===== src/common/len5_config.svh =====
/*
 * Core build switches for the execution back end
 */

`ifndef LEN5_CONFIG_SVH_
`define LEN5_CONFIG_SVH_

// Set to 1 to elaborate the RTL assertion blocks, 0 to leave them out
`define LEN5_ASSERT_EN 1

`endif // LEN5_CONFIG_SVH_


===== src/common/len5_pkg.sv =====
/*
 * Core-wide widths and the raw instruction word
 */

package len5_pkg;

    // --------------------
    // Datapath widths
    // --------------------
    localparam int XLEN        = 32;    // Integer register width
    localparam int ILEN        = 32;    // Uncompressed instructions only
    localparam int REG_IDX_LEN = 5;     // x0..x31

    // Raw instruction word, kept undecoded past issue
    typedef logic [ILEN-1:0] instr_t;

endpackage


===== src/common/expipe_pkg.sv =====
/*
 * Execution pipeline types shared by the reorder buffer, the commit
 * unit and the architectural state
 */

package expipe_pkg;

    import len5_pkg::*;

    // Widest buffer index any configuration may use
    localparam int MAX_ROB_IDX_LEN = 4;

    // Exception causes, RISC-V mcause encoding
    typedef enum logic [3:0] {
        E_ILLEGAL_INSTRUCTION = 4'h2,
        E_LD_ADDR_MISALIGNED  = 4'h4,
        E_ST_ADDR_MISALIGNED  = 4'h6,
        E_ENV_CALL            = 4'hb
    } except_code_t;

    // One word, two readings: result normally, offending address on exception
    typedef union packed {
        logic [XLEN-1:0] result;
        logic [XLEN-1:0] aux;
    } res_word_u;

    // --------------------
    // Result broadcast
    // --------------------
    typedef struct packed {
        logic [MAX_ROB_IDX_LEN-1:0] rob_idx;   // Low bits used by the buffer
        res_word_u                  res;
        logic                       except_raised;
        except_code_t               except_code;
    } cdb_data_t;

    // Buffer entry
    typedef struct packed {
        logic                   valid;
        logic                   res_ready;
        logic                   except_raised;
        instr_t                 instruction;
        logic [XLEN-1:0]        pc;
        logic [REG_IDX_LEN-1:0] rd_idx;
        res_word_u              res;
        except_code_t           except_code;
    } rob_entry_t;

endpackage


===== src/logic/arch_state.sv =====
/*
 * Architectural state: integer register file with x0 tied to zero,
 * and the record of the last retired trap
 */
`timescale 1ns/100ps

module arch_state (
    input  logic                             clk_i,
    input  logic                             rst_n_i,
    input  logic                             rf_we_i,
    input  logic [len5_pkg::REG_IDX_LEN-1:0] rf_rd_idx_i,
    input  expipe_pkg::res_word_u            rf_value_i,     // Result or trap aux
    input  logic                             trap_we_i,
    input  expipe_pkg::except_code_t         trap_code_i,
    input  logic [len5_pkg::XLEN-1:0]        trap_pc_i,
    input  logic [len5_pkg::REG_IDX_LEN-1:0] rf_rs_idx_i,
    output logic [len5_pkg::XLEN-1:0]        rf_rs_value_o,
    output logic                             trap_valid_o,
    output expipe_pkg::except_code_t         trap_cause_o,
    output logic [len5_pkg::XLEN-1:0]        trap_pc_o,
    output logic [len5_pkg::XLEN-1:0]        trap_aux_o
);

    import len5_pkg::*;

    logic [XLEN-1:0] rf [32];

    // --------------------
    // Register file
    // --------------------
    always_ff @(posedge clk_i) begin
        if (rf_we_i && (rf_rd_idx_i != '0)) begin   // x0 writes dropped
            rf[rf_rd_idx_i] <= rf_value_i.result;
        end
    end

    assign rf_rs_value_o = (rf_rs_idx_i == '0) ? '0 : rf[rf_rs_idx_i];

    // Trap record, the flag stays set once a trap retires
    always_ff @(posedge clk_i or negedge rst_n_i) begin
        if (!rst_n_i) begin
            trap_valid_o <= 1'b0;
        end else if (trap_we_i) begin
            trap_valid_o <= 1'b1;
        end
    end

    always_ff @(posedge clk_i) begin
        if (trap_we_i) begin
            trap_cause_o <= trap_code_i;
            trap_pc_o    <= trap_pc_i;
            trap_aux_o   <= rf_value_i.aux;     // Offending address view
        end
    end

endmodule


===== config.mk =====
export PLATFORM = sky130hd
export DESIGN_NAME = arch_state
export DESIGN_NICKNAME = d
export VERILOG_FILES = /design/src/common/len5_config.svh /design/src/common/len5_pkg.sv /design/src/common/expipe_pkg.sv /design/src/logic/arch_state.sv
export SDC_FILE = /design/constraint.sdc
export NUM_CORES = 1
export LEC_CHECK = 0
export BUFFER_PORTS_ARGS = -buffer_cell sky130_fd_sc_hd__buf_2
export CAP_MARGIN = 20
export CORE_MARGIN = 2
export CORE_UTILIZATION = 50
export DETAILED_ROUTE_END_ITERATION = 8
export PLACE_DENSITY_LB_ADDON = 0.3
export SYNTH_ARGS = -nofsm -noshare
export SYNTH_HDL_FRONTEND = slang
export SYNTH_SLANG_ARGS = --single-unit

===== constraint.sdc =====
create_clock -name clk_i -period 2 [get_ports clk_i]
set_clock_uncertainty 0.2 [all_clocks]
set_input_delay 0.1 -clock clk_i [delete_from_list [all_inputs] [get_ports clk_i]]
set_output_delay 0.1 -clock clk_i [all_outputs]
set_load 0.01 [all_outputs]

[Word level (Yosys, flattened, before mapping)]
Memories as Yosys holds them, arrays and structs flattened.
Index checks and enable logic that the tools add are counted.
Word-level totals
  register bits after elaboration: 69
  bits in writable memories: 1024
  input bits: 82
  output and inout port bits: 101
  logic and storage cells: 11
  memories kept: 1
Memories
  rf: words 32, width 32, read ports 1, clocked after memory_dff 0, write ports 1, line arch_state.sv:26  | logic [XLEN-1:0] rf [32];
Operators by class
  muxes and demuxes: 3
  reductions and logical operators: 3
Operators by type and width (number)
  $mux 32: 1
  $logic_not 5->1: 1
  $reduce_bool 5->1: 1
  $mux 1: 2
  $logic_and 1x1->1: 1

[Depth between registers and ports, before layout]
Gate-level depths: netlist (run 1).
  word-level depth: 4
  depth in mapped cells: 9

[Least setup slack after synthesis (run 1)]
Ideal clock, no wire load.
  path kind: input to register
  from: input rf_rd_idx_i[1] in the netlist's numbering
  to: memory rf[12][0] (enable)
  arrival time: 2099 ps
  required time: 1379 ps
  path slack: -720 ps
  stages: 3
  cells stage by stage: or3b_2 -> clkbuf_1 -> nor2_1
Between the ends
  longest elaborated chain between the ends: 4
Ends and longest elaborated chain
  start: declaration: line arch_state.sv:11  | input logic [len5_pkg::REG_IDX_LEN-1:0] rf_rd_idx_i,
  $reduce_bool 5->1: line arch_state.sv:32  | if (rf_we_i && (rf_rd_idx_i != '0)) begin
  $logic_and 1x1->1: line arch_state.sv:32
  $mux 1: line arch_state.sv:32
  $mux 1 (implied by the code): line arch_state.sv:33  | rf[rf_rd_idx_i] <= rf_value_i.result;
  end: declaration: line arch_state.sv:26
Several ways; a longest one is shown, not always the timed one.

[Worst setup path in the final report (run 1)]
  from: memory rf[15][17]
  to: output rf_rs_value_o[17] in the netlist's numbering
Between the ends
  longest elaborated chain between the ends: 2
Ends and longest elaborated chain
  $mem_v2 32x32
  $mux 32: line arch_state.sv:37  | assign rf_rs_value_o = (rf_rs_idx_i == '0) ? '0 : rf[rf_rs_idx_i];
  end: declaration: line arch_state.sv:17  | output logic [len5_pkg::XLEN-1:0] rf_rs_value_o,
Every way passes these cells.

==> metrics, run 1 <==
outcome=finished with violations; failing checks=setup timing; total grt overflow=0; crit path launch=rf[15][17]; share of post-route cells with drive strength above 1=36.0%; min Tclk post-route=2680 ps; worst r2r src=trap_valid_o; RSZ-0062 raised after global routing=true; Clock Latency Late Sink=670 ps; Area Overhead vs Synth=24.3%; critical path arrival=2380 ps; Die H=290 um; slowest cell on the critical path=mux4_2; CP Capture Type=output port; Bufs on Longest Clock Path=3; Max FO, Critical Path=1; setup violators final=32; die width=290 um; Mapped Area=41000 um2; worst vdd ir=0.000732 V; ANT nets after route=0; Pleak=16.9 nW; gr usage total=25.3%; Post-synth top cells=edfxtp_1, mux4_2, mux2i_1; share of flip-flops with an asynchronous set or reset=0.0915%; CTS clk-pin slew, worst paths=60 ps; post-synth cell types=31; pre-CTS worst setup slack=-742 ps; flop-to-flop setup slack=1000 ps; largest net degree at the start of global routing=39; Vias/cell=6.13; Post-Syn Area per Cell=22.8 um2; Post-Route WL=106 mm; worst-path cell chain=mux4_2, a22o_1, a2111oi_2, buf_4, nor3_1, buf_2; die area=84300 um2; CTS sink cnt=1093; Slew Viols, Final=0; Synth area leader=edfxtp_1; number of CTS-inserted buffers=106; Post-DP HPWL=62.6 mm; wire per inst=30.4 um; initial DRC count=2632; delay of the slowest critical-path stage=480 ps; Post-Route Setup TNS=-19090 ps; # rows=105; pwr dens=953 nW/um2; Core Util, Final=62.5%; setup ws final=-683 ps; Max transition margin=54.4%; yosys warns=0; H-tree depth=3; reg2reg end=trap_valid_o; Worst R2R Path Depth=1; DRT Pass-1 Iters=5; Startpoint Class=flop; register area share after synthesis=80.0%; IO Count=183; initial antenna violation count=7; MaxCap Viol Count=0; Post-Synthesis Cells=1801; first-pass GRT wire length=153 mm; TritonCTS clock tree=built; Placed Area=45800 um2; smallest hold slack=62.6 ps; top-count cell post-synth=edfxtp_1; Core ar.=81600 um2; Synth top area share=80.0%; RD Place Congestion=0.799; IO buf count=182; drt drc=0; Design Area, Final=51000 um2; met3 usage=5.45%; vias in the first global route=22100; Via Count=21500; GR Layer Usage met2=41.1%; Post-synth EDFFs=1092; worst endpoint required time=1700 ps; postcts setup bufs=0; met1 Usage GRT=34.8%; Starting Density=50.3%; synthesis-stage register bit count=1093; worst slew pin tran=685 ps; Filler cells=5372; ranking of synthesized cells by area=edfxtp_1, mux4_2, mux2i_1, a22o_1, a2111oi_0; Main synth FF type=edfxtp_1; Hold Fails Final Rpt=0; worst setup path category=flop to output port; Max Clk Rate=373 MHz; Final period util=134%; Clk Tree Root Cell=clkbuf_16; worst min-delay path class=input port to asynchronous set/reset pin; GRT busiest layer=met2; Final #Nets=2424
==> per-stage QoR <==
step | power, mW | std cells
final | 48.6 | 3503
after global routing | 49.9 | 3503
after detailed placement | 29.1 | 3218
after global placement | 29.0 | 3218
after CTS | 48.7 | 3501
after floorplan | 27.5 | 1832
==> layer usage <==
metal	up-vias	wire, um
li1	8800	-
met1	11400	42000
met2	1104	52100
met3	165	9560
met4	6	2790
met5	-	45
==> where the power goes <==
part | internal (mW) | switching (mW)
Clock | 11.2 | 8.43
Combinational | 1.39 | 1.83
Sequential | 25.6 | 0.108
==> repair_timing <==
action,in CTS,in global routing
pin swaps,82,3
setup endpoints to repair,32,32
gates resized for setup,130,21
hold endpoints to repair,1161,0
hold buffers,107,0
==> state kept, by name, summed over array words and instances (netlist names) <==
signal and cells:
rf 1024, trap_aux_o 32, trap_cause_o 4, trap_pc_o 32
trap_valid_o 1
==> worst max path at each step <==
stage,slack [ps],cells after the start,to
3_5_place_dp,-740,9,rf_rs_value_o[8]
6_report,-680,6,rf_rs_value_o[17]
3_3_place_gp,-730,9,rf_rs_value_o[8]
5_1_grt,-760,6,rf_rs_value_o[19]
2_1_floorplan,-490,2,rf[1][0]
4_1_cts,-710,6,rf_rs_value_o[19]
==> cells by family (layout without fill, tap and decap cells) <==
kind of cell    Yosys count  after routing  share of synthesized area [%]
buf+inv                 107            706                           1.39
other cells               1             34                        0.00915
compound gates          189            189                           3.75
simple gates             92             92                           1.14
flops                  1093           1093                           80.0
mux                     319            319                           13.7
==> critical path: cells and delay by family, from the launching register on <==
family | cells | cell delay [ps]
and+or+nand+nor | 1 | 60
buffers and inverters | 2 | 340
DFF | 1 | 380
muxes | 1 | 480
AOI/OAI and AO/OA | 2 | 450
==> cell type report <==
cell class / instances / area [um2] / area share, %
Sequential cell: 1093 / 32800 / 64.4
Multi-Input combinational cell: 632 / 8800 / 17.3
Timing Repair Buffer: 508 / 4540 / 8.92
Clock buffer: 129 / 2760 / 5.42
Tap cell: 1070 / 1340 / 2.63
Clock inverter: 68 / 681 / 1.34
Antenna cell: 2 / 5.00 / 0.00982
Inverter: 1 / 3.75 / 0.00737
==> layout by cell type (no fill, tap or decap), drive strengths merged <==
master,instances
nor3,33
and4,1
nand3b,7
a21boi,1
edfxtp,1092
nor2b,2
a2111oi,31
clkinv,50
a22o,62
a32o,1
nor4,1
buf,401
or3b,5
and2,1
dlygate4sd3,107
nand2,2
bufinv,10
dfrtp,1
mux2i,126
or2,1
or3,2
clkbuf,129
a211oi,31
o221ai,31
and3,1
clkinvlp,5
conb,32
nor2,33
o22ai,32
nand3,3
diode,2
inv,4
mux4,193
No activity file was read; power rests on OpenSTA's default activity.
==> run 2: changes to the inputs <==
Settings changed: PLACE_DENSITY_LB_ADDON 0.3 to 0.05.
==> run 2 against run 1 <==
  * The run still ends with setup timing left
  * Cell count grew 0.60%
  * Critical endpoint is now rf_rs_value_o[28]
  * Die area is the same
  * Power grew 2.8%
  * Sequential share of layout area shrank 0.98 points
  * Critical path type unchanged
  * Setup slack lost 38 ps
  * Critical path depth is the same
==> metrics, run 2 (same netlist as run 1, synthesis figures left out) <==
setup violators final=32; initial DRC count=2488; flop-to-flop setup slack=970 ps; share of post-route cells with drive strength above 1=37.1%; DRT Pass-1 Iters=5; Final #Nets=2441; Core Util, Final=63.4%; total power=49.9 mW; worst slew pin tran=788 ps; outcome=finished with violations; drt drc=0; RSZ-0062 raised after global routing=true; number of CTS-inserted buffers=112; pwr dens=965 nW/um2; Max transition margin=47.5%; IO Count=183; wire per inst=31.9 um; ANT nets after route=0; leading cell type in the layout, fill and taps excluded=edfxtp_1; Via Count=21400; failing checks=setup timing; Die H=290 um; Placed Area=46100 um2; initial antenna violation count=5; largest net degree at the start of global routing=43; worst endpoint required time=1700 ps; CP Capture Type=output port; Area Overhead vs Synth=26.2%; Clk Tree Root Cell=clkbuf_16; Largest register FFs=1024; Biggest register=rf; worst min-delay path class=input port to flop; Max FO, Critical Path=1; worst setup path category=flop to output port; worst vdd ir=0.000854 V; Slew Viols, Final=0; smallest hold slack=35.3 ps; Post-Route Setup TNS=-19090 ps; TritonCTS clock tree=built; first-pass GRT wire length=160 mm; fin cells=3524; Post-Route WL=112 mm; Post-DP HPWL=65.7 mm; Bufs on Longest Clock Path=3; Starting Density=50.3%; Core ar.=81600 um2; pre-CTS worst setup slack=-703 ps; setup ws final=-721 ps; postcts setup bufs=0; Vias/cell=6.08; Max Clk Rate=368 MHz; Clock Latency Late Sink=680 ps; H-tree depth=3; Pleak=17.2 nW; RD Place Congestion=0.794; # rows=105; most frequent cells in the layout=edfxtp_1, mux4_2, buf_2, buf_4, mux2i_1; Hold Fails Final Rpt=0; IO buf count=182; min Tclk post-route=2720 ps; die area=84300 um2; top flop regs=rf (1024), trap_aux_o (32), trap_pc_o (32); total grt overflow=0; Design Area, Final=51700 um2; Startpoint Class=flop; gr usage total=26.9%; Final period util=136%; vias in the first global route=21900; placed cell count=3216; critical path arrival=2420 ps; CTS clk-pin slew, worst paths=60 ps; die width=290 um; Inserted Diodes=0; CTS sink cnt=1093; MaxCap Viol Count=0
## run 2: cell types whose count changed in the layout (fill, tap and decap cells not counted), moves of 5 or more
cell / delta
clkinv_2: +8
clkbuf_16: +5
buf_12: +25
clkbuf_1: -6
a211oi_1: -5
buf_4: -13
buf_2: -5
## run 2: worst max-delay path, cell delays in order, from the launching register on
cell,delay [ps]
edfxtp_1,370
mux4_2,460
a22o_1,270
a2111oi_4,210
nor3_1,90
buf_4,180
buf_2,150
## run 2: final cells by class
cell class	instances	area, um2
inverter	1	3.75
sequential	1093	32800
timing repair buffer	519	4960
tap	1070	1340
clock buffer	128	2860
multi-input combinational	632	8920
clock inverter	81	826
fill	5565	29800
## run 2: worst paths after layout
check	startpoint	to	cells after the start
min	rf_rd_idx_i[2]	rf[7][25]	3
min in group asynchronous	rst_n_i	trap_valid_o	3
min reg2reg	trap_valid_o	trap_valid_o	1
max in group asynchronous	rst_n_i	trap_valid_o	3
max	rf[10][28]	rf_rs_value_o[28]	6
max reg2reg	trap_valid_o	trap_valid_o	1
## run 2: repair_timing
| item | CTS | global route |
|---|---|---|
| endpoints found under the hold margin | 1163 | 0 |
| resized for setup | 160 | 14 |
| hold buffers | 111 | 0 |
| endpoints found under the setup margin | 32 | 32 |
| gates cloned | 0 | 0 |
| pin swaps | 87 | 11 |
## run 2: routing by layer
layer,wire (um),vias to the layer above,GRT usage [%]
met2,54600,890,43.0
met1,47900,11600,39.6
met3,8200,117,4.53
met4,1710,0,5.50
li1,-,8856,-
met5,0,-,0
## run 2: report_power, final
part / internal [mW] / switching, mW
combinational: 1.48 / 1.93
clock: 12.0 / 8.78
sequential: 25.6 / 0.0931
==> run 3: changes to the inputs <==
Settings changed: CORE_MARGIN 2 to 3, RECOVER_POWER set to 25.
==> run 3 against run 2 <==
  * The run still ends with setup timing left
  * Non-clock buffer count is 9 lower
  * Power up 0.57%
  * Global-route usage decreased by 0.38 points
  * Sequential cell count is the same
  * Cell count is 0.54% lower
  * Setup slack improved by 56 ps
  * Clock power barely moved
  * Routed wire length shrank 0.86%
  * Critical endpoint unchanged
==> metrics, run 3 (same netlist as run 1, synthesis figures left out) <==
IO Count=183; Max transition margin=3.56%; drt drc=0; slowest cell on the critical path=mux4_2; Vias/cell=6.08; Final period util=133%; worst min-delay path class=input port to flop; initial antenna violation count=2; die width=292 um; Hold Fails Final Rpt=0; Placed Area=45800 um2; # rows=104; gr usage total=26.5%; Post-DP HPWL=64.2 mm; Area Overhead vs Synth=25.3%; setup ws final=-665 ps; worst slew pin tran=1450 ps; failing checks=setup timing; Clock Latency Late Sink=660 ps; Hold Path Depth=5; hold path startpoint=rf_rd_idx_i[0]; RD Place Congestion=0.766; H-tree depth=3; Biggest register=rf; Final #Nets=2432; share of post-route cells with drive strength above 1=35.7%; pwr dens=977 nW/um2; Pleak=17.1 nW; worst vdd ir=0.000984 V; MaxCap Viol Count=0; FF/Latch Area=32800 um2; ANT nets after route=0; Max Clk Rate=375 MHz; TritonCTS clock tree=built; smallest hold slack=65.4 ps; Inserted Diodes=0; die area=85500 um2; Hold Path Sink=rf[8][15]; CTS clk-pin slew, worst paths=60 ps; Filler cells=5565; flop-to-flop setup slack=1020 ps; setup violators final=32; vias in the first global route=21900; postcts setup bufs=0; largest net degree at the start of global routing=34; Starting Density=50.7%; wire per inst=31.8 um; pre-CTS worst setup slack=-722 ps; reg2reg end=trap_valid_o; Core ar.=80900 um2; worst setup path category=flop to output port; Die H=292 um; Clk Tree Root Cell=clkbuf_16; CTS sink cnt=1093; worst r2r src=trap_valid_o; IO buf count=182; number of CTS-inserted buffers=112; worst endpoint required time=1700 ps; worst-path cell chain=mux4_2, a22o_4, a2111oi_4, nor3_1, buf_4, buf_6; min Tclk post-route=2660 ps; Post-Route Setup TNS=-17970 ps; DRT Pass-1 Iters=6; Worst R2R Path Depth=1; critical path arrival=2360 ps; Post-Route WL=111 mm; initial DRC count=2095; total grt overflow=0; area occupied by multi-input gates=8950 um2; top flop regs=rf (1024), trap_aux_o (32), trap_pc_o (32); delay of the slowest critical-path stage=490 ps; outcome=finished with violations; Startpoint Class=flop; RSZ-0062 raised after global routing=true; Max FO, Critical Path=1; Design Area, Final=51400 um2; Bufs on Longest Clock Path=3; Slew Viols, Final=0; leading cell type in the layout, fill and taps excluded=edfxtp_1; CP Capture Type=output port; first-pass GRT wire length=160 mm; Largest register FFs=1024; Via Count=21300; most frequent cells in the layout=edfxtp_1, mux4_2, buf_2, buf_4, mux2i_1
==> run 3: changes by cell type in the layout (fill, tap and decap cells not counted), sizes merged <==
cell	before	now
clkinvlp	7	0
bufinv	13	16
clkinv	60	50
clkbuf	128	172
buf	408	373
dlygate4sd3	111	107
==> run 3: critical path: cells and delay by family (launching register included) <==
kind / cells / cell delay, ps
AND/OR/NAND/NOR: 1 / 70
AO/OA/AOI/OAI: 2 / 460
multiplexers: 1 / 490
buffers and inverters: 2 / 310
flip-flops: 1 / 370
==> run 3: worst max-delay path by stage <==
stage / start / end / slack [ps]
after floorplan: rf_rd_idx_i[3] / rf[1][0] / -490
after global placement: rf_rs_idx_i[0] / rf_rs_value_o[10] / -670
after detailed placement: rf_rs_idx_i[0] / rf_rs_value_o[10] / -720
after CTS: rf[31][24] / rf_rs_value_o[24] / -710
after global routing: rf[15][28] / rf_rs_value_o[28] / -770
final: rf[15][28] / rf_rs_value_o[28] / -660
==> run 3: final cells by class <==
class	instances	area share, %
multi-input combinational	632	17.4
tap	1060	2.58
clock inverter	67	1.42
clock buffer	142	5.83
sequential	1093	63.9
timing repair buffer	510	8.84
inverter	1	0.00731
==> run 3: routing by layer <==
layer	global-route usage, %	share of wire, %	wire length (um)	vias up
met5	0	0	0	-
met4	6.87	2.2	2470	0
met3	5.15	7.6	8420	167
met2	42.4	48	53700	863
met1	38.1	42	46700	11400
li1	-	-	-	8838
==> run 3: where the power goes <==
group | internal (mW) | switching [mW]
registers | 25.7 | 0.103
clock network | 12.6 | 8.46
logic | 1.47 | 1.91
==> run 3: timing repair <==
item	4_1_cts	5_1_grt
hold buffers	107	0
gates resized for setup	167	20
pin swaps	85	15
endpoints found under the setup margin	32	32
hold endpoints to repair	1162	0
==> run 3: through the flow <==
step	util [%]	instances	power, mW
4_1_cts	63.4	3505	50.5
5_1_grt	63.5	3505	51.8
3_5_place_dp	56.6	3207	29.2
6_report	63.5	3505	50.2
2_1_floorplan	-	1832	27.5
3_3_place_gp	56.6	3207	29.1
